## config.mk

```make
export PLATFORM = sky130hd
export DESIGN_NAME = vis_buffer
export DESIGN_NICKNAME = d
export VERILOG_FILES = /design/src/hw/corr_pkg.sv /design/src/hw/vis_buffer.sv
export VERILOG_INCLUDE_DIRS = /design/src /design/src/include
export SDC_FILE = /design/constraint.sdc
export NUM_CORES = 2
export LEC_CHECK = 0
export ABC_AREA = 1
export BUFFER_PORTS_ARGS = -buffer_cell sky130_fd_sc_hd__buf_2
export CAP_MARGIN = 15
export CORE_MARGIN = 1.5
export CORE_UTILIZATION = 30
export CTS_BUF_LIST = sky130_fd_sc_hd__clkbuf_8
export DETAILED_ROUTE_END_ITERATION = 12
export PLACE_DENSITY = 0.4
export SLEW_MARGIN = 20
export SYNTH_ARGS = -nofsm -noshare
export SYNTH_HDL_FRONTEND = slang
export SYNTH_SLANG_ARGS = --single-unit
export TNS_END_PERCENT = 10
```

## constraint.sdc

```tcl
create_clock -name clk_x -period 7.6 [get_ports clk_x]
set_clock_uncertainty 0.05 [all_clocks]
set_input_delay 0.76 -clock clk_x [delete_from_list [all_inputs] [get_ports clk_x]]
set_output_delay 0.76 -clock clk_x [all_outputs]
set_load 0.01 [all_outputs]
```

## src/include/corr_params.svh

```systemverilog
`ifndef CORR_PARAMS_SVH
`define CORR_PARAMS_SVH

// ------------------------------------------------------------
// Correlator array sizes
// ------------------------------------------------------------

// Antennas, one sign bit each for Re and Im
`define CORR_NANT 8

// Lanes working in parallel
`define CORR_LANES 4

// Slots per lane (time-multiplexing rate)
`define CORR_TRATE 4
`define CORR_TBITS 2 // log2 of the rate

// Visibility buffer banks
`define CORR_BBITS 3 // 8 banks

// ------------------------------------------------------------
// Datapath and bus widths
// ------------------------------------------------------------

// Signed accumulator, wraps modulo 2^16
`define CORR_ACCUM 16

// Bus address is {bank, slot, lane, re/im}
`define CORR_ABITS (`CORR_BBITS + `CORR_TBITS + 3)

`endif

```

## src/hw/corr_pkg.sv

```systemverilog
`include "corr_params.svh"

package corr_pkg;

   // Antenna index width
   localparam int CORR_PW = $clog2(`CORR_NANT);

   // One visibility, Re and Im running sums
   typedef struct packed {
      logic signed [`CORR_ACCUM-1:0] re;
      logic signed [`CORR_ACCUM-1:0] im;
   } vis_t;

   // Read-only bus request
   typedef struct packed {
      logic                    cyc;
      logic                    stb;
      logic [`CORR_ABITS-1:0] adr;
   } bus_req_t;

   // Bank switch sequencing
   typedef enum logic [1:0] {
      IDLE,       // first pass after reset, memory is garbage
      RUN,
      SWAP_PEND,  // switch seen, waiting for next capture
      CLEAR_PASS  // first pass of the new bank
   } bank_state_e;

   // Pair index -> antennas {a, b}, a < b, lexicographic order
   function automatic logic [2*CORR_PW-1:0] corr_pair(input int unsigned idx);
      int unsigned n;
      logic [2*CORR_PW-1:0] r;
      n = 0;
      r = '0;
      for (int a = 0; a < `CORR_NANT - 1; a++) begin
         for (int b = a + 1; b < `CORR_NANT; b++) begin
            if (n == idx)
               r = {a[CORR_PW-1:0], b[CORR_PW-1:0]};
            n++;
         end
      end
      return r;
   endfunction

endpackage

```

## src/hw/vis_buffer.sv

```systemverilog
`include "corr_params.svh"

module vis_buffer
   import corr_pkg::*;
(
   input  logic                                 clk_x,
   input  logic                                 we_i,
   input  logic [`CORR_BBITS+`CORR_TBITS-1:0]   wr_adr_i, // {bank, slot}
   input  vis_t [`CORR_LANES-1:0]               vis_i,
   input  bus_req_t                             req_i,
   output logic [`CORR_ACCUM-1:0]               dat_o
);

   localparam int ROWS = 2 ** (`CORR_BBITS + `CORR_TBITS);

   // One row holds all lanes for a {bank, slot}
   vis_t [`CORR_LANES-1:0] mem [ROWS];

   vis_t [`CORR_LANES-1:0] row_q;
   logic [1:0]             lane_q; // lane field of the address
   logic                   part_q; // 1 selects Im
   vis_t                   word;

   // ------------------------------------------------------------
   // Write port, from the lanes
   // ------------------------------------------------------------
   always_ff @(posedge clk_x) begin
      if (we_i)
         mem[wr_adr_i] <= vis_i;
   end

   // ------------------------------------------------------------
   // Read port, row then word
   // ------------------------------------------------------------
   always_ff @(posedge clk_x) begin
      if (req_i.cyc && req_i.stb) begin
         row_q  <= mem[req_i.adr[`CORR_ABITS-1:3]];
         lane_q <= req_i.adr[2:1];
         part_q <= req_i.adr[0];
      end
   end

   always_comb begin
      word = row_q[lane_q];
   end

   // Output register lines up with ack
   always_ff @(posedge clk_x) begin
      dat_o <= part_q ? word.im : word.re;
   end

endmodule

```

==> impl_metrics.env <==
export IMPL_outcome="finished clean"
export IMPL_arrival_ns=4.61
export IMPL_synth_fp_nets=13586
export IMPL_ant_nets=0
export IMPL_clock_root_buffer="clkbuf_8"
export IMPL_synth_cell_types=18
export IMPL_place_area_mm2=0.177
export IMPL_synth_cells=13441
export IMPL_final_min_clock_period_ns=3.64
export IMPL_yosysWarnings=0
export IMPL_grt_ovfl_total=0
export IMPL_leakagePower_uw=0.0667
export IMPL_synth_seq_area_share_pct=75.5
export IMPL_setup_viol=0
export IMPL_drive_above_1_share_pct=8.92
export IMPL_hp_class="in -> reg"
export IMPL_p_comb_share_pct=6.3
export IMPL_drv_slew=0
export IMPL_fin_crit_sh_pct=47.9
export IMPL_setup_tns_ns=0
export IMPL_die_w_um=752
export IMPL_final_area_mm2=0.192
export IMPL_tightestPinTransition_ns=1.19
export IMPL_p_switching_uw=12300
export IMPL_rsz0062_at_grt="false"
export IMPL_drc=0
export IMPL_track_usage_pct=21.0
export IMPL_peakVddDrop_mv=0.152
export IMPL_clk_path_buf_depth=4
export IMPL_via_count=109806
export IMPL_grt_first_pass_wirelength_um=859000
export IMPL_clk_latency_ns=1.32
export IMPL_critPathTopFamily="flip-flops"
export IMPL_ys_seq_elements=4243
export IMPL_hold_violations=0
export IMPL_p_clk_share_pct=39.9
export IMPL_dieArea_mm2=0.566
export IMPL_gp_routability_congestion=0.748
export IMPL_whs_ns=0.207
export IMPL_p_int_uw=36400
export IMPL_cts_sinks=4243
export IMPL_slew_headroom_pct=20.6
export IMPL_placedCellCount=20393
export IMPL_path_clk_slew_ns=0.06
export IMPL_worstPathRequired_ns=8.57
export IMPL_postCtsSetupBuffers=0
export IMPL_switching_share_pct=25.3
export IMPL_rows=275
export IMPL_critPathMostFrequentCell="nand2_1"
export IMPL_nets=13944
export IMPL_routed_wl_um=613000
export IMPL_synth_area_leaders="edfxtp_1, nand3_1, nand2_1, buf_2, buf_4"
export IMPL_area_growth_syn_to_layout_pct=13.7
export IMPL_cp_max_fo=19
export IMPL_avgRoutedWirePerCell_um=28.0
export IMPL_instances_no_fill=21876
export IMPL_critPathMaxStageDelay_ns=1.05
export IMPL_final_cell_mix="nand2_1, edfxtp_1, nand3_1, clkbuf_8, inv_1"
export IMPL_timing_critical_path_from_type="flip-flop"
export IMPL_slowest_stage="edfxtp_1"
export IMPL_core_area_mm2=0.560
export IMPL_p_per_area_mw_per_mm2=254
export IMPL_htree_levels=6
export IMPL_synth_top_area_cell="edfxtp_1"
export IMPL_critPathCaptureType="flip-flop"
export IMPL_cts_tree="yes"
export IMPL_io_pins=161
export IMPL_synth_top_area_share_pct=75.3
export IMPL_cts_inserted_buffers=749
export IMPL_worstSetupPathType="reg -> reg"
export IMPL_layout_commonest_cell="nand2_1"
export IMPL_grt_pass1_vias=108654
export IMPL_maxCapViolCount=0
export IMPL_dr_pass1_iters=7
export IMPL_syn_area_mm2=0.169
export IMPL_numPortBuffers=160
export IMPL_start_util_pct=30.1
export IMPL_grt_max_degree=162
export IMPL_antenna_found_initial=76
export IMPL_worst_path_buf_inv=1
export IMPL_drtIter0Drc=9625
export IMPL_viasPerCell=5.02
export IMPL_fp_dieH_um=752
export IMPL_clock_fmax_mhz=275
export IMPL_dp_hpwl_um=276000
export IMPL_syn_avg_cell_area_um2=12.5
export IMPL_path_cells="buf_4 > mux2i_1 > o22ai_1 > nand2_1 > nand2_1"
export IMPL_power_frac_seq_pct=53.9
power by group through the flow:
stage | Sequential [uW] | Clock, uW | Combinational [uW]
3_5_place_dp | 26700 | 0 | 3000
4_1_cts | 26300 | 20000 | 3090
6_report | 26300 | 19400 | 3060
2_1_floorplan | 26700 | 0 | 1650
3_3_place_gp | 26700 | 0 | 3010
5_1_grt | 26300 | 20900 | 3340
area by class of cell:
class / instances / area, um2
fill: 55942 / 369000
sequential: 4243 / 127000
multi-input combinational: 8285 / 36500
clock buffer: 778 / 10700
tap: 7479 / 9360
timing repair buffer: 507 / 4970
clock inverter: 530 / 2570
inverter: 13 / 111
antenna: 41 / 103
tightest hold or removal path: stages:
cell     delay (ns)
buf_8          0.19
nand3_1        0.17
nand3_1        0.07
nand3_1        0.08
nand3_1        0.06
nand2_1        0.06
cell families after synthesis:
group	Yosys count	synth area share, %
AND/OR/NAND/NOR	8189	21.1
flip-flops	4243	75.5
AO/OA/AOI/OAI	64	0.214
buffers and inverters	913	2.98
multiplexers	32	0.190
final timing paths:
path | from | endpoint | slack [ns] | cells after the start
worst min register to register | mem[20][97] | row_q[97] | 0.70 | 6
worst max-delay path | lane_q[0] | dat_o[11] | 3.96 | 5
worst max register to register | lane_q[0] | dat_o[11] | 3.96 | 5
worst min-delay path | req_i[4] | row_q[33] | 0.21 | 6
stage by stage:
step | total power, uW | setup slack (ns) | utilization (%)
after floorplan | 28300 | 0.551 | -
after global placement | 29700 | 3.38 | 31.6
after detailed placement | 29700 | 3.39 | 31.6
after CTS | 49300 | 4.18 | 34.2
after global routing | 50500 | 4.03 | 34.2
final | 48800 | 3.96 | 34.2
synth_stat cells:
library cell / instances
nand2_1: 4273
edfxtp_1: 4227
nand3_1: 3852
buf_2: 477
clkbuf_1: 133
buf_4: 129
buf_1: 96
nor2_1: 64
buf_6: 63
mux2i_1: 32
o21ai_0: 32
o22ai_1: 32
dfxtp_1: 16
inv_1: 10
inv_4: 2
buf_12: 1
buf_8: 1
inv_2: 1
metal layers:
layer  GRT usage [%]  vias to the layer above  wire, um
met2            34.1                     2903    287000
li1                -                    49090         -
met5               0                        -       189
met4            4.49                       30     12500
met3            3.56                      839     33400
met1            29.5                    56944    280000
state kept, by name (all words and copies together) (netlist names):
name    cells
row_q     128
part_q      1
dat_o      16
mem      4096
lane_q      2
timing repair:
item / 4_1_cts / 5_1_grt
hold endpoints to repair: 4122 / 0
setup endpoints to repair: 0 / 0
resized for setup: 0 / 0
hold buffers: 134 / 0
No activity file was read; power rests on OpenSTA's default activity.
