**config.mk**
```make
export PLATFORM = sky130hd
export DESIGN_NAME = bank_control
export DESIGN_NICKNAME = d
export VERILOG_FILES = /design/src/hw/corr_pkg.sv /design/src/hw/bank_control.sv
export VERILOG_INCLUDE_DIRS = /design/src /design/src/include
export SDC_FILE = /design/constraint.sdc
export NUM_CORES = 1
export LEC_CHECK = 0
export ABC_AREA = 1
export BUFFER_PORTS_ARGS = -buffer_cell sky130_fd_sc_hd__buf_2
export CAP_MARGIN = 20
export CELL_PAD_IN_SITES_DETAIL_PLACEMENT = 0
export CELL_PAD_IN_SITES_GLOBAL_PLACEMENT = 2
export CORE_UTILIZATION = 30
export CTS_CLUSTER_SIZE = 25
export DETAILED_ROUTE_END_ITERATION = 10
export HOLD_SLACK_MARGIN = 0.08
export PLACE_DENSITY_LB_ADDON = 0.1
export SYNTH_ARGS = -nofsm -noshare
export SYNTH_HDL_FRONTEND = slang
export SYNTH_SLANG_ARGS = --single-unit
export TNS_END_PERCENT = 20
```
**constraint.sdc**
```tcl
create_clock -name clk_x -period 3.1 [get_ports clk_x]
set_input_delay 0.31 -clock clk_x [delete_from_list [all_inputs] [get_ports clk_x]]
set_output_delay 0.31 -clock clk_x [all_outputs]
set_load 0.05 [all_outputs]
```
**src/include/corr_params.svh**
```systemverilog
`ifndef CORR_PARAMS_SVH
`define CORR_PARAMS_SVH

// ------------------------------------------------------------
// Correlator array sizes
// ------------------------------------------------------------

// Antennas, one sign bit each for Re and Im
`define CORR_NANT 8

// Lanes working in parallel
`define CORR_LANES 4

// Slots per lane (time-multiplexing rate)
`define CORR_TRATE 4
`define CORR_TBITS 2 // log2 of the rate

// Visibility buffer banks
`define CORR_BBITS 3 // 8 banks

// ------------------------------------------------------------
// Datapath and bus widths
// ------------------------------------------------------------

// Signed accumulator, wraps modulo 2^16
`define CORR_ACCUM 16

// Bus address is {bank, slot, lane, re/im}
`define CORR_ABITS (`CORR_BBITS + `CORR_TBITS + 3)

`endif

```
**src/hw/corr_pkg.sv**
```systemverilog
`include "corr_params.svh"

package corr_pkg;

   // Antenna index width
   localparam int CORR_PW = $clog2(`CORR_NANT);

   // One visibility, Re and Im running sums
   typedef struct packed {
      logic signed [`CORR_ACCUM-1:0] re;
      logic signed [`CORR_ACCUM-1:0] im;
   } vis_t;

   // Read-only bus request
   typedef struct packed {
      logic                    cyc;
      logic                    stb;
      logic [`CORR_ABITS-1:0] adr;
   } bus_req_t;

   // Bank switch sequencing
   typedef enum logic [1:0] {
      IDLE,       // first pass after reset, memory is garbage
      RUN,
      SWAP_PEND,  // switch seen, waiting for next capture
      CLEAR_PASS  // first pass of the new bank
   } bank_state_e;

   // Pair index -> antennas {a, b}, a < b, lexicographic order
   function automatic logic [2*CORR_PW-1:0] corr_pair(input int unsigned idx);
      int unsigned n;
      logic [2*CORR_PW-1:0] r;
      n = 0;
      r = '0;
      for (int a = 0; a < `CORR_NANT - 1; a++) begin
         for (int b = a + 1; b < `CORR_NANT; b++) begin
            if (n == idx)
               r = {a[CORR_PW-1:0], b[CORR_PW-1:0]};
            n++;
         end
      end
      return r;
   endfunction

endpackage

```
**src/hw/bank_control.sv**
```systemverilog
`include "corr_params.svh"

module bank_control
   import corr_pkg::*;
(
   input  logic                   clk_x,
   input  logic                   rst,
   input  logic                   sw_i,      // bank switch pulse
   input  logic                   en_i,      // registered enable
   input  logic                   rd_wrap_i,
   input  logic                   wr_wrap_i,
   output logic                   clear_o,   // lanes add to zero
   output logic [`CORR_BBITS-1:0] bank_o
);

   bank_state_e state_q;
   logic        pend_q;        // switch seen during a clear pass
   logic        bump_q;        // bank step waits for the old last write
   logic        en_d1, en_d2;  // writes trail reads by two cycles
   logic        drained;

   // No reads running and no writes left in flight
   assign drained = !en_i && !en_d1 && !en_d2;

   // Reset pass clears too, memory has no reset
   assign clear_o = (state_q == IDLE) || (state_q == CLEAR_PASS);

   always_ff @(posedge clk_x) begin
      if (rst) begin
         state_q <= IDLE;
         pend_q  <= 1'b0;
         bump_q  <= 1'b0;
         bank_o  <= '0;
         en_d1   <= 1'b0;
         en_d2   <= 1'b0;
      end else begin
         en_d1 <= en_i;
         en_d2 <= en_d1;

         // Old bank's last row is written, step the bank
         if (bump_q && wr_wrap_i) begin
            bump_q <= 1'b0;
            bank_o <= bank_o + 1'b1;
         end

         case (state_q)
            IDLE: begin
               if (rd_wrap_i)
                  state_q <= RUN;
            end

            RUN: begin
               if (sw_i)
                  state_q <= SWAP_PEND;
            end

            // ----------------------------------------------------
            // Further sw_i pulses are absorbed here
            // ----------------------------------------------------
            SWAP_PEND: begin
               if (rd_wrap_i) begin
                  state_q <= CLEAR_PASS; // next capture starts new bank
                  bump_q  <= 1'b1;
               end else if (drained) begin
                  state_q <= CLEAR_PASS; // paused, nothing in flight
                  bank_o  <= bank_o + 1'b1;
               end
            end

            CLEAR_PASS: begin
               if (sw_i)
                  pend_q <= 1'b1;
               if (rd_wrap_i) begin
                  state_q <= (pend_q || sw_i) ? SWAP_PEND : RUN;
                  pend_q  <= 1'b0;
               end
            end

            default: state_q <= IDLE;
         endcase
      end
   end

endmodule

```
==> key figures <==
Timing
  – Max_slew headroom: 0.834
  – Period utilisation layout: 0.546
  – Skew final: 0.00299 ns
  – Unrepaired setup endpoints after global routing: no
  – Measured slew at the worst slew-check pin: approximately 0.25 ns
  – Final hold violation count: 0
  – Final Slew Violations: 0
  – Final setup vio count: 0
  – Hold_ws: around 0.27 ns
  – Max Fclk: between 500 and 600 MHz
  – Setup_tns: 0 ns
  – Tmin final: 1.69 ns

Cells and area
  – Most common cell after layout, fill and taps aside: nand2_1
  – Design area: 622 µm²
  – Nets: around 100
  – Fillcell total: ~180
  – Inserted Diodes: 0
  – Most frequent cells in the layout: 19 x nand2_1, 12 x inv_1, 10 x nor2_1
  – Share of cells above drive strength 1: 0.200
  – Area Growth Syn to Fin: 17.2%

Pwr
  – Switch share: 0.451
  – Net switching power: 211 µW
  – Total internal power: around 260 µW
  – Leakage: 0.000322 µW
  – Power share of the combinational group: 0.474
  – Pwr Density: 753 nW/µm²
  – Clk pwr share: 0.197
  – Reg power frac: 0.329
  – VDD IR max: 0.469 mV

Global route
  – Largest net degree at the start of global routing: 7
  – Gr ovfl total: 0
  – Vias in the first global route: between 400 and 500
  – Global-route wire length before repair: 1800 µm
  – Initial antenna violation count: 0
  – GRT Resource Usage Total: 0.133

CTS
  – Clock slew at reported path FFs: around 0.06 ns
  – Postcts setup bufs: 0
  – CTS tree: done
  – Post-CTS Resized: 0
  – H-tree levels: 1
  – CTS Buf Count: 3
  – Clock Path Buffers: 2
  – Worst-Skew Late Latency: around 0.26 ns
  – CTS sink cnt: 9
  – Cts hold-fix bufs: 0
  – Root Buffer: clkbuf_4

Critical path
  – CP Data Arrival Time: 1.38 ns
  – Setup crit start kind: flip-flop
  – Type of the worst setup path: flip-flop to output pin
  – Crit. End Element: output pin
  – CP max FO: 6
  – Worst Path Required: 2.79 ns

Synth
  – FF+latch count, synth: 9
  – Mapped Area: 531 µm²
  – Register area share after synthesis: 0.340
  – Mean Syn Cell Area: 6.89 µm²
  – Synth Net Count: 89
  – Ys Warns: 0
  – Cells after Synth: 77
  – Post-synth cell types: 15

Floorplanning
  – Top Ports: 10
  – Core area: around 1600 µm²
  – Initial Util: 0.337
  – FP Rows: 14
  – Die ar.: 1940 µm²
  – Die Wd: 44.1 µm
  – Die height: 44.1 µm

Route
  – Via/cell ratio: 4.37
  – Wirelength, routed: about 1000 µm
  – Final ANT Viol Nets: 0
  – Via Count: 463
  – Avg WL per Cell: 9.74 µm
  – Initial detailed-routing violation count: 12
  – DRT Pass-1 Iters: 6
  – Post-route DRC: 0

Placement
  – Post-DP Area: 596 µm²
  – Post-detail-place hpwl: between 800 and 900 µm
  – I/O Buffers: 9
  – Final Wtd Congestion: 0.721

Job
  – # Max-Cap Violations: 0

Outcome
  – Status: complete, no violations

Min path
  – Min-delay worst type: primary input to flip-flop
## flip-flops by register name (all words and copies together), names as in the netlist
signal   cells
bank_o       3
en_d2        1
bump_q       1
en_d1        1
pend_q       1
state_q      2
## synth_stat cells (all sizes together)
master / n / area [µm²]
nand3b: 1 / 7.51
dfxtp: 9 / 180
nor2: 13 / 56.3
a21boi: 1 / 7.51
nand2: 20 / 77.6
nand3: 5 / 30.0
inv: 13 / 48.8
o21ai: 2 / 10.0
ha: 6 / 75.1
a211oi: 1 / 7.51
a21oi: 6 / 30.0
## path summary, 6_finish.rpt
| path | startpoint | end | slack (ns) | cells after the start |
|---|---|---|---|---|
| min | en_i | en_d1$_SDFF_PP0_ | 0.27 | 3 |
| max reg2reg | state_q[0]$_SDFFE_PP0P_ | bank_o[2]$_SDFF_PP0_ | 1.72 | 9 |
| max | state_q[0]$_SDFFE_PP0P_ | clear_o | 1.41 | 4 |
| min reg2reg | bump_q$_SDFF_PP0_ | bump_q$_SDFF_PP0_ | 0.46 | 2 |
## routing by layer
layer | wire (µm) | track usage | vias up | part of all wire
met1 | 585 | 0.171 | 184 | 0.57
met4 | 10 | 0.0545 | 0 | 0.0097
li1 | - | - | 265 | -
met3 | 61 | 0.0735 | 2 | 0.059
met2 | 375 | 0.182 | 12 | 0.36
met5 | 0 | 0 | - | 0
## power groups by stage
stage / Sequential [µW] / Combinational (µW) / Clock (µW)
finish: 154 / 222 / 92.3
global placement: 156 / 225 / 0
global route: 159 / 261 / 105
floorplan: 163 / 169 / 0
CTS: 154 / 226 / 98.2
detailed placement: 157 / 225 / 0
## worst max-delay path: stages, from the launching register on
cell and delay [ns]:
dfxtp_1 0.41, inv_1 0.12, ha_1 0.30, inv_1 0.05, buf_2 0.25
## cell type report
type,instances,area [µm²],area share
Inverter,13,48.8,0.0785
Clock buffer,4,26.3,0.0423
Tap cell,16,20.0,0.0322
Timing Repair Buffer,9,45.0,0.0724
Sequential cell,9,180,0.290
Multi-Input combinational cell,55,302,0.485
## cell families after synthesis
group                    after synthesis  share of synthesized area
flip-flops                             9                      0.340
adder cells (fa/ha/maj)                6                      0.142
AO/OA/AOI/OAI                         10                      0.104
AND/OR/NAND/NOR                       39                      0.323
buffers and inverters                 13                     0.0920
## stage by stage
step,total power (µW),std cells,util,setup WS (ns)
after floorplan,332,77,-,1.71
after global placement,382,102,0.378,1.70
after detailed placement,382,102,0.378,1.70
after CTS,478,106,0.394,1.39
after global routing,526,106,0.394,1.24
final,468,106,0.394,1.41
Power figures use the tool's default switching activity.
