<file path="config.mk">
export PLATFORM = sky130hd
export DESIGN_NAME = rmw_address_unit
export DESIGN_NICKNAME = d
export VERILOG_FILES = /design/src/hw/rmw_address_unit.sv
export VERILOG_INCLUDE_DIRS = /design/src /design/src/include
export SDC_FILE = /design/constraint.sdc
export NUM_CORES = 1
export LEC_CHECK = 0
export ABC_AREA = 1
export ABC_CLOCK_PERIOD_IN_PS = 1000
export BUFFER_PORTS_ARGS = -buffer_cell sky130_fd_sc_hd__buf_4
export CAP_MARGIN = 20
export CORE_AREA = 2 2 39 41
export CTS_BUF_LIST = sky130_fd_sc_hd__clkbuf_16
export CTS_CLUSTER_SIZE = 8
export DETAILED_ROUTE_END_ITERATION = 8
export DIE_AREA = 0 0 41 43
export SLEW_MARGIN = 5
export SYNTH_ARGS = -nofsm -noshare
export SYNTH_HDL_FRONTEND = slang
export SYNTH_SLANG_ARGS = --single-unit
</file>
<file path="constraint.sdc">
create_clock -name clk_x -period 1 [get_ports clk_x]
set_input_delay 0.2 -clock clk_x [delete_from_list [all_inputs] [get_ports clk_x]]
set_output_delay 0.2 -clock clk_x [all_outputs]
set_load 0.1 [all_outputs]
</file>
<file path="src/include/corr_params.svh">
`ifndef CORR_PARAMS_SVH
`define CORR_PARAMS_SVH

// ------------------------------------------------------------
// Correlator array sizes
// ------------------------------------------------------------

// Antennas, one sign bit each for Re and Im
`define CORR_NANT 8

// Lanes working in parallel
`define CORR_LANES 4

// Slots per lane (time-multiplexing rate)
`define CORR_TRATE 4
`define CORR_TBITS 2 // log2 of the rate

// Visibility buffer banks
`define CORR_BBITS 3 // 8 banks

// ------------------------------------------------------------
// Datapath and bus widths
// ------------------------------------------------------------

// Signed accumulator, wraps modulo 2^16
`define CORR_ACCUM 16

// Bus address is {bank, slot, lane, re/im}
`define CORR_ABITS (`CORR_BBITS + `CORR_TBITS + 3)

`endif

</file>
<file path="src/hw/rmw_address_unit.sv">
`include "corr_params.svh"

module rmw_address_unit (
   input  logic                   clk_x,
   input  logic                   rst,
   input  logic                   ce_i,      // slot counter runs while high
   output logic [`CORR_TBITS-1:0] rd_adr_o,
   output logic [`CORR_TBITS-1:0] wr_adr_o,  // rd_adr_o two cycles late
   output logic                   rd_wrap_o,
   output logic                   wr_wrap_o
);

   localparam logic [`CORR_TBITS-1:0] LAST = `CORR_TBITS'(`CORR_TRATE - 1);

   logic [`CORR_TBITS-1:0] cnt_q;
   logic [`CORR_TBITS-1:0] adr_d1, adr_d2; // write-side delay line
   logic                   ce_d1, ce_d2;

   // ------------------------------------------------------------
   // Read side
   // ------------------------------------------------------------
   always_ff @(posedge clk_x) begin
      if (rst || !ce_i) begin
         cnt_q <= '0; // parked at slot 0
      end else if (cnt_q == LAST) begin
         cnt_q <= '0;
      end else begin
         cnt_q <= cnt_q + 1'b1;
      end
   end

   assign rd_adr_o  = cnt_q;
   assign rd_wrap_o = ce_i && (cnt_q == LAST); // last read of a pass

   // ------------------------------------------------------------
   // Write side tracks the lane's two-stage pipeline
   // ------------------------------------------------------------
   always_ff @(posedge clk_x) begin
      if (rst) begin
         ce_d1 <= 1'b0;
         ce_d2 <= 1'b0;
      end else begin
         ce_d1 <= ce_i;
         ce_d2 <= ce_d1;
      end
   end

   // Slot address delayed to the write stage
   always_ff @(posedge clk_x) begin
      adr_d1 <= cnt_q;
      adr_d2 <= adr_d1;
   end

   assign wr_adr_o  = adr_d2;
   assign wr_wrap_o = ce_d2 && (adr_d2 == LAST); // last write of a pass

endmodule

</file>
==> results.md, run 1 <==
- Status: complete, but fails checks
- Violated checks: setup timing
- Leading area contributor after synthesis: dfxtp_1
- MaxCap Viol Count: 0
- Slowest cell delay on critical path: 340 ps
- LEAKAGE: 0.250 nW
- Largest net degree at the start of global routing: 5
- GP Congestion: 0.679
- Hold Path Class: input pin to flip-flop
- Final hold vios: 0
- Cell variety after synth: 7
- Commonest cells post-synth: dfxtp_1 (8), inv_1 (6), nor2_1 (4)
- Die ar.: 0.00176 mm2
- Setup slack, reg-to-reg: 230 ps
- Number of global-route vias before repair: 191
- Starting Density: 16.6%
- # H-tree levels: 1
- Avg Synthesized Cell Area: 10.5 um2
- Layout Skew: 1.73 ps
- Area growth from synthesis to layout: 143%
- Reg-to-Reg Start: rd_adr_o[1]
- Synth Flop Type: dfxtp_1
- Global route hottest layer: met4
- Power density over the cells: 2020 mW/mm2
- Worst EP arrival: between 1000 and 1500 ps
- Met3 GRT Util: 4.71%
- FF-to-FF End: rd_adr_o[0]
- Synthesis warning total: 0
- Clock latency on the worst-skew pair: 230 ps
- Routed wire length per instance: 7.84 um
- Rows: 14
- Post-route clock period utilization: 124%
- Comb power frac: roughly an eighth
- Placeable core region: 0.00138 mm2
- Total clock sinks: 8
- Fill count: 134
- WL final: ~430 um
- Worst-path clk slew: about 40 ps
- Final WS setup: -237 ps
- Setup TNS: -639 ps
- Post-route minimum period: 1240 ps
- Die width: 41 um
- Worst setup startpoint: rd_adr_o[1]
- Total power: 0.00113 W
- Overall Global Routing Usage: 6.74%
- Met2 usage: 9.06%
- Layout cells sized above 1: 66.7%
- Ys async rst share: 0%
- Hold_buf cts: 0
- Setup crit end kind: output port
- Crit path to: rd_wrap_o
- TritonRoute pass-1 iters: 2
- Antenna Cells: 0
- Die height: ~43 um
- Count leader, synth: dfxtp_1
- Post-synth EDFFs: 0
- Fmax: slightly above 800 MHz
- Psw: 0.000228 W
- Initial antenna violation count: 0
- Slew headroom: a little over nine tenths
- Grt met1 use: approximately 4.5%
- RSZ-0062 raised after global routing: yes
- Clock tree from TritonCTS: done
- Clock Tree Buf Depth: 2
- CP Depth: 4
- Mapped Cells: 22
- GR Overflow Total: 0
- Detailed-route via count: 196
- Final Max Tran Viols: 0
- Netlist Area Pre-Place: 230 um2
- Worst setup SP type: flip-flop
- Sw frac: 20.2%
- Worst Hold Launch: rst
- Area share of the leading cell type in the synthesized netlist: 69.6%
- Vias per cell: 3.56
- TritonCTS Buffers: 3
- DRC Markers: 0
- CP Buf/Inv Count: 2
- Worst-Margin Slew: 70.3 ps
- Worst endpoint required time: 800 ps
- Crit-path slowest cell: dfxtp_4
- # IOs: 9
- Critical path class: flip-flop to output port
- Cell Int Power: 0.000903 W
- Power share of the clock group: 57.9%
- Setup violators final: 6
- Synth Register Bits: 8
- Pre-CTS setup slack: -49.2 ps
- Worst-case reg-to-reg path depth: 4
- Net count, final: 45
- Worst path top cell family by delay: flip-flops
- Number of port buffers: 8
- Worst VDD drop: 0.000521 V
- Initial DRC count: 2
- Sequential Power Share: 30.0%
- Register area share after synthesis: 69.6%
- Crit path max fanout: 2
- CTS root buf: clkbuf_16
- Top post-synthesis cells by area: dfxtp_1 (70%), inv_1 (9.8%), nor2_1 (6.5%), ha_1 (5.4%), nand3_2 (4.3%)
- Post-synthesis net count: 26
- First-pass GRT wire length: 655 um
- ANT nets after route: 0
- CP Cell Sequence: ha_4 -> nand2_4 -> clkinvlp_4 -> buf_12
## layout make-up
cell class	count	area [um2]	share of cell area, %
multi-input combinational	8	72.6	12.9
clock buffer	3	75.1	13.4
inverter	6	26.3	4.69
tap	16	20.0	3.57
timing repair buffer	14	191	34.2
sequential	8	175	31.2
## cell usage in the layout, fill, tap and decap left out, drive strengths merged
master / n
nand3: 1
and3: 1
nand2: 1
nor2: 4
clkinvlp: 1
inv: 5
ha: 1
buf: 14
dfxtp: 8
clkbuf: 3
## layer usage
metal | share of wire, % | vias up | routed length, um
met3 | 6.7 | 4 | 29
met5 | 0 | - | 0
met2 | 57 | 6 | 244
li1 | - | 98 | -
met4 | 5.1 | 0 | 22
met1 | 31 | 88 | 134
## registers in the layout (all words and copies together), names as in the netlist
| signal | cells |
|---|---|
| adr_d1 | 2 |
| ce_d2 | 1 |
| ce_d1 | 1 |
| rd_adr_o | 2 |
| wr_adr_o | 2 |
## logic make-up (layout without fill, tap and decap cells)
family	after synthesis	count (layout)	share of synthesized area, %
simple gates	7	7	15.2
flops	8	8	69.6
fa+ha+maj	1	1	5.43
buf+inv	6	23	9.78
## how the worst min path moves through the flow
stage | endpoint | cells past startpoint
2_1_floorplan | ce_d1 | 1
3_3_place_gp | wr_adr_o[0] | 0
3_5_place_dp | wr_adr_o[0] | 0
4_1_cts | ce_d1 | 2
5_1_grt | ce_d2 | 2
6_report | ce_d2 | 2
## stage by stage
stage | area (um2) | instances | hold WS [ps] | utilization, %
5_1_grt | 561 | 55 | 144 | 40.5
2_1_floorplan | 269 | 22 | 271 | -
4_1_cts | 524 | 53 | 145 | 37.9
6_report | 561 | 55 | 143 | 40.5
3_3_place_gp | 364 | 48 | 310 | 26.3
3_5_place_dp | 364 | 48 | 317 | 26.3
## power by group through the flow
stage | logic, W | clock network (W) | registers [W]
after global placement | 0.0000981 | 0 | 0.000342
after detailed placement | 0.0000989 | 0 | 0.000344
after global routing | 0.000144 | 0.000681 | 0.000340
after CTS | 0.000125 | 0.000665 | 0.000340
final | 0.000138 | 0.000654 | 0.000339
after floorplan | 0.0000141 | 0 | 0.000399
## worst reg2reg max path, delay by kind of cell, from the launching register on
kind	cells	cell delay [ps]
simple gates	2	140
fa+ha+maj	1	160
flops	1	340
buf+inv	1	60
## repair_timing
action | CTS | global route
buffers inserted | 3 | 3
gates resized for setup | 17 | 6
hold endpoints to repair | 0 | 0
pin swaps | 2 | 2
endpoints found under the setup margin | 6 | 4
Power figures use the tool's default switching activity.
==> run 2, diff against run 1 <==
--- a/config.mk
+++ b/config.mk
@@ -15,6 +15,7 @@
 export CTS_CLUSTER_SIZE = 8
 export DETAILED_ROUTE_END_ITERATION = 8
 export DIE_AREA = 0 0 41 43
+export PLACE_DENSITY = 0.44
 export SLEW_MARGIN = 5
 export SYNTH_ARGS = -nofsm -noshare
 export SYNTH_HDL_FRONTEND = slang
==> run 2 against run 1 <==
The run still ends with setup timing left. Non-clock buffer count shrank 2. Clock skew decreased by 0.78 ps. Sequential cell count unchanged. Wire length increased by 4.2%. Via count is 4.6% lower. Cell count is 3.6% lower. Clock power barely moved. Final area down 6.5%. Sequential share of layout area is 2.2 points higher. Combinational power fell by 11%. Critical endpoint unchanged.
==> results.md, run 2 (synthesis results as in run 1) <==
- Slowest cell delay on critical path: 340 ps (about the same)
- CP Cell Sequence: ha_4 -> nand2_4 -> clkinvlp_4 -> buf_12 (unchanged)
- Worst setup startpoint: rd_adr_o[1] (unchanged)
- Psw: 0.000226 W (was 0.000228 W)
- Hold Path Cell Cnt: 2 (unchanged)
- Number of global-route vias before repair: 202 (was 191)
- Layout Skew: 0.954 ps (was 1.73 ps)
- Post-Route Utilization: 37.9% (was 40.5%)
- Sequential Power Share: 30.4% (was 30.0%)
- Worst-case reg-to-reg path depth: 4 (unchanged)
- Setup crit end kind: output port (unchanged)
- Vias per cell: 3.53 (was 3.56)
- Cell Int Power: 0.000890 W (was 0.000903 W)
- Total power: 0.00112 W (was 0.00113 W)
- Detailed-route via count: 187 (was 196)
- Final hold vios: 0 (unchanged)
- Starting Density: 16.6% (unchanged)
- LEAKAGE: 0.234 nW (was 0.250 nW)
- Largest net degree at the start of global routing: 5 (unchanged)
- Reg-to-Reg Start: rd_adr_o[1] (unchanged)
- Fmax: 805 MHz (was 808 MHz)
- Worst Hold Launch: rst (unchanged)
- WL final: 449 um (was 431 um)
- Clock latency on the worst-skew pair: 230 ps (about the same)
- Net count, final: 43 (was 45)
- Crit-path slowest cell: dfxtp_4 (unchanged)
- Layout cells sized above 1: 64.9% (was 66.7%)
- Overall Global Routing Usage: 7.17% (was 6.74%)
- GP Congestion: 0.621 (was 0.679)
- Worst setup SP type: flip-flop (unchanged)
- Area growth from synthesis to layout: 128% (was 143%)
- Power share of the clock group: 58.6% (was 57.9%)
- Antenna Cells: 0 (unchanged)
- Worst path top cell family by delay: flip-flops (unchanged)
- Status: complete, but fails checks (unchanged)
- Setup violators final: 4 (was 6)
- CP Buf/Inv Count: 2 (unchanged)
- Post-route minimum period: 1240 ps (about the same)
- Clock Tree Buf Depth: 2 (unchanged)
- Power density over the cells: 2130 mW/mm2 (was 2020 mW/mm2)
- Slew headroom: 86.7% (was 95.3%)
- First-pass GRT wire length: 745 um (was 655 um)
- TritonRoute pass-1 iters: 2 (unchanged)
- Worst EP arrival: 1040 ps (about the same)
- Rows: 14 (unchanged)
- DP HPWL: 267 um
- Worst-Margin Slew: 200 ps (was 70.3 ps)
- # H-tree levels: 1 (unchanged)
- Worst VDD drop: 0.00204 V (was 0.000521 V)
- Final WS setup: -242 ps (was -237 ps)
- Worst-path clk slew: 40 ps (about the same)
- Placeable core region: 0.00138 mm2 (unchanged)
- Crit path max fanout: 2 (unchanged)
- RSZ-0062 raised after global routing: yes (unchanged)
- Setup slack, reg-to-reg: 210 ps (was 230 ps)
- Dpl cells: 48 (unchanged)
- MaxCap Viol Count: 0 (unchanged)
- Total clock sinks: 8 (unchanged)
- Hold_buf cts: 0 (unchanged)
- Comb power frac: 11.0% (was 12.2%)
- Die width: 41 um (unchanged)
- Final Max Tran Viols: 0 (unchanged)
- Sw frac: 20.2% (about the same)
- Post-route clock period utilization: 124% (about the same)
- FF-to-FF End: rd_adr_o[0] (unchanged)
- TritonCTS Buffers: 3 (unchanged)
- Violated checks: setup timing (unchanged)
- Die ar.: 0.00176 mm2 (unchanged)
- Final instance area: 524 um2 (was 561 um2)
- Setup TNS: -595 ps (was -639 ps)
- Non-Filler Instances: 53 (was 55)
- Fill count: 133 (was 134)
- ANT nets after route: 0 (unchanged)
- Die height: 43 um (unchanged)
- Most frequent cells in the layout: inv_1 (5), buf_4 (5) (was buf_12 (6), inv_1 (5), buf_4 (5))
- Worst endpoint required time: 800 ps (about the same)
- Number of port buffers: 8 (unchanged)
- # IOs: 9 (unchanged)
- Critical path class: flip-flop to output port (unchanged)
- Clock tree from TritonCTS: done (unchanged)
- GR Overflow Total: 0 (unchanged)
- WHS Endpoint: ce_d2 (unchanged)
- Hold Path Class: input pin to flip-flop (unchanged)
- Initial DRC count: 2 (unchanged)
- Routed wire length per instance: 8.47 um (was 7.84 um)
- DRC Markers: 0 (unchanged)
- CTS root buf: clkbuf_16 (unchanged)
- Initial antenna violation count: 0 (unchanged)
- DP Area: 364 um2 (unchanged)
==> run 2: worst max-delay path by stage <==
stage                end  slack, ps  cells past startpoint
2_1_floorplan  rd_wrap_o       -300                      3
3_3_place_gp   rd_wrap_o        -40                      4
3_5_place_dp   rd_wrap_o        -40                      4
4_1_cts        rd_wrap_o       -240                      4
5_1_grt        rd_wrap_o       -270                      4
6_report       rd_wrap_o       -240                      4
==> run 2: area by class of cell <==
class / count / area [um2] / share of cell area, %
Inverter: 6 / 26.3 / 5.01
Tap cell: 16 / 20.0 / 3.82
Sequential cell: 8 / 175 / 33.4
Clock buffer: 3 / 75.1 / 14.3
Timing Repair Buffer: 12 / 155 / 29.6
Multi-Input combinational cell: 8 / 72.6 / 13.8
==> run 2: power groups by stage <==
stage	Combinational [W]	Clock, W	Sequential [W]
2_1_floorplan	0.0000141	0	0.000399
5_1_grt	0.000128	0.000700	0.000340
4_1_cts	0.000129	0.000666	0.000339
3_3_place_gp	0.0000978	0	0.000342
3_5_place_dp	0.0000989	0	0.000343
6_report	0.000123	0.000654	0.000339
==> run 2: what timing repair did <==
| action | 4_1_cts | 5_1_grt |
|---|---|---|
| pin swaps | 1 | 0 |
| gates resized for setup | 18 | 2 |
| endpoints found under the setup margin | 6 | 5 |
| buffers inserted | 3 | 2 |
==> run 2: per-stage QoR <==
step	hold WS, ps	worst slack, ps
2_1_floorplan	271	-304
3_3_place_gp	314	-40.4
3_5_place_dp	316	-42.2
4_1_cts	143	-241
5_1_grt	138	-266
6_report	143	-242
==> run 2: per-layer routing <==
| layer | up-vias | routed length (um) | share of wire [%] | global-route usage (%) |
|---|---|---|---|---|
| met5 | - | 0 | 0 | 0 |
| li1 | 94 | - | - | - |
| met2 | 9 | 252 | 56 | 11.3 |
| met3 | 0 | 41 | 9.1 | 6.28 |
| met1 | 84 | 155 | 35 | 5.57 |
| met4 | 0 | 0 | 0 | 4.00 |
