**src/include/corr_params.svh**
```systemverilog
`ifndef CORR_PARAMS_SVH
`define CORR_PARAMS_SVH

// ------------------------------------------------------------
// Correlator array sizes
// ------------------------------------------------------------

// Antennas, one sign bit each for Re and Im
`define CORR_NANT 8

// Lanes working in parallel
`define CORR_LANES 4

// Slots per lane (time-multiplexing rate)
`define CORR_TRATE 4
`define CORR_TBITS 2 // log2 of the rate

// Visibility buffer banks
`define CORR_BBITS 3 // 8 banks

// ------------------------------------------------------------
// Datapath and bus widths
// ------------------------------------------------------------

// Signed accumulator, wraps modulo 2^16
`define CORR_ACCUM 16

// Bus address is {bank, slot, lane, re/im}
`define CORR_ABITS (`CORR_BBITS + `CORR_TBITS + 3)

`endif

```
**src/hw/corr_pkg.sv**
```systemverilog
`include "corr_params.svh"

package corr_pkg;

   // Antenna index width
   localparam int CORR_PW = $clog2(`CORR_NANT);

   // One visibility, Re and Im running sums
   typedef struct packed {
      logic signed [`CORR_ACCUM-1:0] re;
      logic signed [`CORR_ACCUM-1:0] im;
   } vis_t;

   // Read-only bus request
   typedef struct packed {
      logic                    cyc;
      logic                    stb;
      logic [`CORR_ABITS-1:0] adr;
   } bus_req_t;

   // Bank switch sequencing
   typedef enum logic [1:0] {
      IDLE,       // first pass after reset, memory is garbage
      RUN,
      SWAP_PEND,  // switch seen, waiting for next capture
      CLEAR_PASS  // first pass of the new bank
   } bank_state_e;

   // Pair index -> antennas {a, b}, a < b, lexicographic order
   function automatic logic [2*CORR_PW-1:0] corr_pair(input int unsigned idx);
      int unsigned n;
      logic [2*CORR_PW-1:0] r;
      n = 0;
      r = '0;
      for (int a = 0; a < `CORR_NANT - 1; a++) begin
         for (int b = a + 1; b < `CORR_NANT; b++) begin
            if (n == idx)
               r = {a[CORR_PW-1:0], b[CORR_PW-1:0]};
            n++;
         end
      end
      return r;
   endfunction

endpackage

```
**src/hw/correlator_lane.sv**
```systemverilog
`include "corr_params.svh"

module correlator_lane
   import corr_pkg::*;
#(
   parameter int LANE = 0 // 0 to 3
) (
   input  logic                   clk_x,
   input  logic                   rst,
   input  logic                   en_i,
   input  logic                   clear_i,
   input  logic [`CORR_NANT-1:0]  re_i,
   input  logic [`CORR_NANT-1:0]  im_i,
   input  logic [`CORR_TBITS-1:0] rd_adr_i,
   input  logic [`CORR_TBITS-1:0] wr_adr_i,
   output logic                   vld_o,
   output vis_t                   vis_o
);

   // Sign bit -> +1 / -1
   function automatic logic signed [2:0] pm1(input logic x);
      return x ? 3'sd1 : -3'sd1;
   endfunction

   // Running sums, one per slot
   vis_t acc_mem [`CORR_TRATE];

   logic [2*CORR_PW-1:0] pair;
   logic [CORR_PW-1:0]   ant_a, ant_b;
   logic                 ra, ia, rb, ib;
   logic signed [2:0]    prod_re, prod_im;

   // Pipeline registers
   vis_t              acc_q;     // stage 1 read data
   logic signed [2:0] p_re_q, p_im_q;
   logic              clr_q;
   logic              v1_q, v2_q;
   vis_t              base;
   vis_t              sum_q;     // stage 2 result

   // ------------------------------------------------------------
   // Pair lookup and 1-bit complex product
   // ------------------------------------------------------------
   always_comb begin
      pair  = corr_pair(LANE * `CORR_TRATE + int'(rd_adr_i));
      ant_a = pair[2*CORR_PW-1:CORR_PW];
      ant_b = pair[CORR_PW-1:0];
      ra    = re_i[ant_a];
      ia    = im_i[ant_a];
      rb    = re_i[ant_b];
      ib    = im_i[ant_b];
      // a * conj(b)
      prod_re = pm1(ra ~^ rb) + pm1(ia ~^ ib); // ra*rb + ia*ib
      prod_im = pm1(ia ~^ rb) - pm1(ra ~^ ib); // ia*rb - ra*ib
   end

   // ------------------------------------------------------------
   // Stage 1, read accumulator
   // ------------------------------------------------------------
   always_ff @(posedge clk_x) begin
      acc_q  <= acc_mem[rd_adr_i];
      p_re_q <= prod_re;
      p_im_q <= prod_im;
      clr_q  <= clear_i;
   end

   // ------------------------------------------------------------
   // Stage 2, add
   // ------------------------------------------------------------
   always_comb begin
      base = clr_q ? '0 : acc_q; // fresh bank starts at zero
   end

   always_ff @(posedge clk_x) begin
      sum_q.re <= base.re + {{(`CORR_ACCUM-3){p_re_q[2]}}, p_re_q};
      sum_q.im <= base.im + {{(`CORR_ACCUM-3){p_im_q[2]}}, p_im_q};
   end

   // Valid strobes follow en through both stages
   always_ff @(posedge clk_x) begin
      if (rst) begin
         v1_q <= 1'b0;
         v2_q <= 1'b0;
      end else begin
         v1_q <= en_i;
         v2_q <= v1_q;
      end
   end

   // ------------------------------------------------------------
   // Write back, wr_adr_i is the slot read two cycles ago
   // ------------------------------------------------------------
   always_ff @(posedge clk_x) begin
      if (v2_q)
         acc_mem[wr_adr_i] <= sum_q;
   end

   assign vld_o = v2_q;
   assign vis_o = sum_q; // also goes to the visibility buffer

endmodule

```
**config.mk**
```make
export PLATFORM = sky130hd
export DESIGN_NAME = correlator_lane
export DESIGN_NICKNAME = d
export VERILOG_FILES = /design/src/hw/corr_pkg.sv /design/src/hw/correlator_lane.sv
export VERILOG_INCLUDE_DIRS = /design/src /design/src/include
export SDC_FILE = /design/constraint.sdc
export NUM_CORES = 1
export LEC_CHECK = 0
export ABC_AREA = 1
export BUFFER_PORTS_ARGS = -buffer_cell sky130_fd_sc_hd__buf_2
export CAP_MARGIN = 0
export CELL_PAD_IN_SITES_DETAIL_PLACEMENT = 1
export CELL_PAD_IN_SITES_GLOBAL_PLACEMENT = 1
export CORE_ASPECT_RATIO = 0.5
export CORE_MARGIN = 3
export CORE_UTILIZATION = 48
export CTS_CLUSTER_SIZE = 12
export DETAILED_ROUTE_END_ITERATION = 7
export HOLD_SLACK_MARGIN = 0.12
export PLACE_DENSITY_LB_ADDON = 0.2
export SLEW_MARGIN = 15
export SYNTH_ARGS = -nofsm -noshare
export SYNTH_HDL_FRONTEND = slang
export SYNTH_SLANG_ARGS = --single-unit
```
**constraint.sdc**
```tcl
create_clock -name clk_x -period 3.7 [get_ports clk_x]
set_input_delay 0.185 -clock clk_x [delete_from_list [all_inputs] [get_ports clk_x]]
set_output_delay 0.185 -clock clk_x [all_outputs]
set_load 0.05 [all_outputs]
```
==> metrics.cfg, run 1 <==
[global_route]
grt-ovfl-total = 0
grt_first_pass_wirelength_um = 32000
grt_pass1_vias = 6105
track_usage = 0.220
grt_max_degree = 49
grt_antenna_before_repair = 0

[clock_tree]
numClockSinks = 199
cts-htree-levels = 4
cts-root-buf = clkbuf_16
post_cts_buffers = 0
cts_buffers = 17
clkLatencyLatePin_ns = 0.44
cts_tree = built
clk_pin_slew_worst_paths_ns = 0.08
clockBufferDepth = 2
cts_resized = 0
hold_buffers = 3

[routing]
dr.first_iter.drc_count = 226
wl_per_cell_um = 18.4
wl_um = 20100
postRouteAntennaNets = 0
drt-vias-per-instance = 5.31
drtPass1Iterations = 5
drc_errors = 0
vias = 5803

[die]
design.core.area_mm2 = 0.0166
die_w_um = 191
rows = 33
io_pins = 57
die_h_um = 98.7
start_util = 0.497
die_area_mm2 = 0.0189

[power_and_ir_drop]
ir_drop_mv = 0.327
p_clk_frac = 0.329
seqPwrFrac = 0.496
p_int_w = 0.00379
switching_share = 0.326
p_comb_frac = 0.175
leakage_nw = 4.07
power_density_mw_per_mm2 = 600
p_switching_w = 0.00184

[timing]
final_max_slew_viol_count = 0
clock-skew-final_ns = 0.0129
timing.final.crit_share = 0.635
period_needed_ns = 2.35
fmax_ghz = 0.425
rsz0062_at_grt = false
fin_tns_setup_ns = 0
whs_ns = 0.163
hold_violations = 0
setup_viol = 0
worst_pin_slew_ns = 0.799
slew_headroom = 0.467

[finish]
final_cell_mix = 130 x nand2_1, 128 x edfxtp_1, 113 x nor2_1
fill_cells = 1839
layout_commonest_cell = nand2_1
finalNetCount = 911
area_growth_pct = 13.6
n_antenna_cell = 0
drive_gt1_frac = 0.129

[logic_synthesis]
async_flop_share = 0
synth_edf_count = 128
ys_ff_latch = 199
synth_cells = 790
synth_nets = 849
syn_area_mm2 = 0.00825
avgSynthCellArea_um2 = 10.4
synth_cell_types = 29
synth-main-ff-cell = edfxtp_1
yosysWarnings = 0
ys_seq_area_frac = 0.638

[setup_path]
regToRegStartpoint = clr_q
r2r-end = vis_o[29]
path_max_fanout = 14
rr_worst_depth = 11
critPathLaunchType = register
required_ns = 4.03
end_kind = register
crit_type = register to register
worstPathArrival_ns = 2.68
reg2reg_slack_ns = 1.35

[worst_hold_path]
holdPathStages = 4
hold_end = p_im_q[2]
hp-class = primary input to register
hp-start = re_i[0]

[placed_design]
hpwlAfterDp_um = 12600
portBuffers = 55
gp_congestion = 0.840

[run]
maxCapViolCount = 0

[status]
outcome = finished, final reports clean

==> power groups by stage <==
stage | combinational (W) | sequential (W) | clock [W]
floorplan | 0.000386 | 0.00313 | 0
global placement | 0.000947 | 0.00283 | 0
detailed placement | 0.000977 | 0.00284 | 0
CTS | 0.000994 | 0.00280 | 0.00188
global route | 0.00107 | 0.00282 | 0.00198
finish | 0.000984 | 0.00279 | 0.00185
==> cells in the mapped netlist, types with 4 or more instances <==
library cell / n / share of area
ha_1: 33 / 0.050
buf_6: 7 / 0.0096
edfxtp_1: 128 / 0.47
o21ai_1: 14 / 0.0085
xor2_1: 14 / 0.015
a21oi_1: 17 / 0.010
nor3_1: 7 / 0.0042
o22ai_1: 32 / 0.024
nand3_1: 44 / 0.027
clkbuf_1: 11 / 0.0050
o21ai_0: 52 / 0.032
inv_2: 4 / 0.0018
inv_1: 89 / 0.040
dfxtp_1: 71 / 0.17
nand2_1: 130 / 0.059
buf_2: 4 / 0.0024
nor2_1: 113 / 0.051
==> per-stage QoR <==
step	setup WS, ns	util	total power, W	std cells	cell area, um^2
2_1_floorplan	0.246	-	0.00352	790	8250
3_3_place_gp	1.18	0.527	0.00378	1057	8750
3_5_place_dp	1.07	0.527	0.00382	1057	8750
4_1_cts	1.30	0.565	0.00567	1092	9380
5_1_grt	1.14	0.565	0.00587	1092	9380
6_report	1.35	0.565	0.00563	1092	9380
==> worst max-delay path by stage <==
stage | startpoint | end | slack, ns | depth (start not counted)
final | clr_q | vis_o[29] | 1.35 | 11
after global routing | clr_q | vis_o[29] | 1.14 | 11
after CTS | clr_q | vis_o[29] | 1.30 | 11
after detailed placement | rd_adr_i[0] | p_re_q[1] | 1.07 | 12
after global placement | rd_adr_i[0] | p_re_q[1] | 1.18 | 11
after floorplan | vld_o | acc_mem[0][0] | 0.25 | 2
==> cells by family after synthesis <==
family,after synthesis,synth area share
AOI/OAI and AO/OA,119,0.0787
xor gates and xnor gates,16,0.0170
adders and majority gates,35,0.0549
buffers and inverters,117,0.0608
DFF,199,0.638
and+or+nand+nor,304,0.151
==> sequential cells by signal (all words and copies together), names as in the netlist <==
register  count
p_re_q        2
clr_q         1
acc_mem     128
v1_q          1
p_im_q        2
acc_q        32
vis_o        32
vld_o         1
==> layer usage <==
layer | track usage | share of wire | wire [um] | up-vias
li1 | - | - | - | 2784
met1 | 0.282 | 0.46 | 9280 | 2909
met2 | 0.382 | 0.50 | 9990 | 80
met3 | 0.0437 | 0.027 | 536 | 30
met4 | 0.0670 | 0.016 | 330 | 0
met5 | 0 | 0 | 0 | -
==> critical path: stages, from the launching register on <==
cell and delay, ns:
dfxtp_1 0.66, buf_4 0.34, nor2_1 0.13, fa_1 0.43, nand2_1 0.08, nand3_1 0.09
nand2_1 0.14, o21ai_2 0.09, nand2_1 0.10, nand2_1 0.06, nand2_1 0.06, nand2_1 0.05
==> layout make-up <==
type	count	area [um^2]	area share
Clock inverter	15	175	0.0187
Inverter	93	349	0.0372
Clock buffer	17	425	0.0454
Multi-Input combinational cell	474	2510	0.267
Tap cell	227	284	0.0303
Sequential cell	199	5270	0.561
Timing Repair Buffer	67	373	0.0398
No activity file was read; power rests on OpenSTA's default activity.
==> run 2: changes to the inputs <==
--- a/config.mk
+++ b/config.mk
@@ -6,14 +6,14 @@
 export SDC_FILE = /design/constraint.sdc
 export NUM_CORES = 1
 export LEC_CHECK = 0
-export ABC_AREA = 1
+export ABC_AREA = 0
 export BUFFER_PORTS_ARGS = -buffer_cell sky130_fd_sc_hd__buf_2
 export CAP_MARGIN = 0
 export CELL_PAD_IN_SITES_DETAIL_PLACEMENT = 1
 export CELL_PAD_IN_SITES_GLOBAL_PLACEMENT = 1
 export CORE_ASPECT_RATIO = 0.5
 export CORE_MARGIN = 3
-export CORE_UTILIZATION = 48
+export CORE_UTILIZATION = 50
 export CTS_CLUSTER_SIZE = 12
 export DETAILED_ROUTE_END_ITERATION = 7
 export HOLD_SLACK_MARGIN = 0.12
==> constraint.sdc (replaced) <==
create_clock -name clk_x -period 2.29 [get_ports clk_x]
set_input_delay 0.1145 -clock clk_x [delete_from_list [all_inputs] [get_ports clk_x]]
set_output_delay 0.1145 -clock clk_x [all_outputs]
set_load 0.05 [all_outputs]
==> metrics.cfg, run 2 <==
[status]
outcome = finished, final reports clean

[setup_path]
crit_type = register to register
required_ns = 2.64
cp_cell_sequence = nor2b_1, ha_2, fa_2, a21o_1, and3_2, o2111a_2, o211a_1, a211oi_1
cp-startpoint = clr_q
regToRegStartpoint = clr_q
worstPathArrival_ns = 2.57
path_max_fanout = 5
max_stage_delay_ns = 0.40
critPathLaunchType = register
end_kind = register
cp_top_family = compound AO/OA/AOI/OAI gates
path_buf_inv = 0
reg2reg_slack_ns = 0.07
rr_worst_depth = 8
r2r-end = vis_o[31]
cp_slowest_cell = dfxtp_4

[global_route]
grt_max_degree = 33
grt_antenna_before_repair = 0
grt_pass1_vias = 4823
grt-ovfl-total = 0
grt_first_pass_wirelength_um = 26500
track_usage = 0.203

[routing]
wl_per_cell_um = 21.0
drtPass1Iterations = 4
dr.first_iter.drc_count = 277
drc_errors = 0
wl_um = 17100
postRouteAntennaNets = 0
vias = 4542
drt-vias-per-instance = 5.56

[logic_synthesis]
yosysMostFrequentCell = edfxtp_1
syn_area_mm2 = 0.00796
synth-main-ff-cell = edfxtp_1
avgSynthCellArea_um2 = 15.5
yosysWarnings = 0
async_flop_share = 0
synthAdderAreaFrac = 0.0569
ys_seq_area_frac = 0.662
synth_edf_count = 128
synthTopCellsByArea = edfxtp_1 48%, dfxtp_1 18%, mux4_2 9.1%
yosys.area_share.xor_xnor = 0.0264
synth_top_area_cell = edfxtp_1
synth_cell_types = 42
ys_ff_latch = 199
synth_cells = 513
synth_commonest_cells = 128 x edfxtp_1, 71 x dfxtp_1, 34 x nor2b_1, 33 x ha_1, 32 x mux4_2
synth_top_family_by_area = multiplexers
synth-simple-area-share = 0.0675
synth_nets = 572
synth_compound_area_frac = 0.0689
synth_mux_area_frac = 0.103
synth_top_area_share = 0.483

[finish]
finalNetCount = 665
layout_commonest_cell = edfxtp_1
area_growth_pct = 17.5
final_cell_mix = 128 x edfxtp_1, 69 x dfxtp_1, 52 x buf_2
n_antenna_cell = 0
regMostFlops = acc_mem
largest_register_ffs = 128
drive_gt1_frac = 0.273
final_cells = 817
fin_area_mm2 = 0.00935

[run]
maxCapViolCount = 0

[power_and_ir_drop]
power_density_mw_per_mm2 = 1050
leakage_nw = 3.62
ir_drop_mv = 0.563

[timing]
hold_violations = 0
fmax_ghz = 0.450
period_needed_ns = 2.22
worst_pin_slew_ns = 0.577
whs_ns = 0.281
clock-skew-final_ns = 0.0131
setup_viol = 0
final_max_slew_viol_count = 0
fin_tns_setup_ns = 0
slew_headroom = 0.615
timing.final.crit_share = 0.970

[die]
design.core.area_mm2 = 0.0150
rows = 31
start_util = 0.530
die_area_mm2 = 0.0176
die_h_um = 95.2
die_w_um = 184
io_pins = 57

[worst_hold_path]
hp-start = rd_adr_i[1]
holdPathStages = 3
hold_end = acc_q[21]
hp-class = primary input to register

[clock_tree]
clk_pin_slew_worst_paths_ns = 0.08
clkLatencyLatePin_ns = 0.43
cts-root-buf = clkbuf_16
clockBufferDepth = 2
cts_tree = built
numClockSinks = 199
cts-htree-levels = 4
cts_buffers = 17

[placed_design]
hpwlAfterDp_um = 10500
portBuffers = 52
dp.cells = 776
dpl_cell_area_mm2 = 0.00866
gp_congestion = 0.803

run 2: cell count changes after synthesis, moves of 10 or more:
cell | previous run | this run
inv_1 | 89 | 16
mux2i_1 | 0 | 10
o21ai_0 | 52 | 19
xnor2_1 | 2 | 17
nor2b_1 | 0 | 34
mux4_2 | 0 | 32
o21ai_1 | 14 | 1
nand2_1 | 130 | 17
nand3_1 | 44 | 10
nor2_1 | 113 | 14
o22ai_1 | 32 | 0
run 2: final cells by class:
class	instances	area [um^2]
repair buffers	90	577
inverters	16	60.1
well taps	198	248
clock inverters	14	129
multi-input cells	282	2630
fillers	1404	5660
flip-flops and latches	199	5270
clock buffers	18	429
run 2: cells by family after synthesis:
kind of cell	Yosys count
DFF	199
and+or+nand+nor	98
AOI/OAI and AO/OA	83
muxes	42
adders and majority gates	35
buffers and inverters	32
xor gates and xnor gates	24
run 2: how the worst max path moves through the flow:
stage	end	slack, ns	cells past startpoint
floorplan	vis_o[29]	0.001	8
global placement	vis_o[13]	0.008	8
detailed placement	vis_o[13]	-0.07	8
CTS	vis_o[13]	0.003	8
global route	vis_o[29]	-0.01	8
finish	vis_o[31]	0.07	8
run 2: metrics by stage:
step,power (W),setup slack (ns),util
floorplan,0.00625,0.00120,-
global placement,0.00684,0.00767,0.577
detailed placement,0.00693,-0.0706,0.577
CTS,0.00984,0.00334,0.619
global route,0.0102,-0.0128,0.623
finish,0.00980,0.0676,0.623
run 2: worst register-to-register path, cell delays in order, from the launching register on:
cell and delay, ns:
dfxtp_4 0.40, nor2b_1 0.07, ha_2 0.18, fa_2 0.34, a21o_1 0.21, and3_2 0.24, o2111a_2 0.30, o211a_1 0.23
a211oi_1 0.17
run 2: layer usage:
metal,routed length [um],track usage
met4,220,0.0553
met2,8770,0.362
met5,0,0
met3,505,0.0438
met1,7640,0.255
run 2: repair_timing:
action                                  4_1_cts  5_1_grt
resized for setup                             4       14
hold endpoints to repair                      6        0
endpoints found under the setup margin        7       11
pin swaps                                     1       11
hold buffers                                  6        0
setup buffers                                 0        3
run 2: power breakdown:
group | leakage [nW] | switching (W) | internal [W] | total (W)
sequential | 1.76 | 0.000336 | 0.00439 | 0.00472
clock | 0.272 | 0.00142 | 0.00145 | 0.00287
combinational | 1.58 | 0.00150 | 0.000707 | 0.00220
total | 3.62 | 0.00326 | 0.00654 | 0.00980
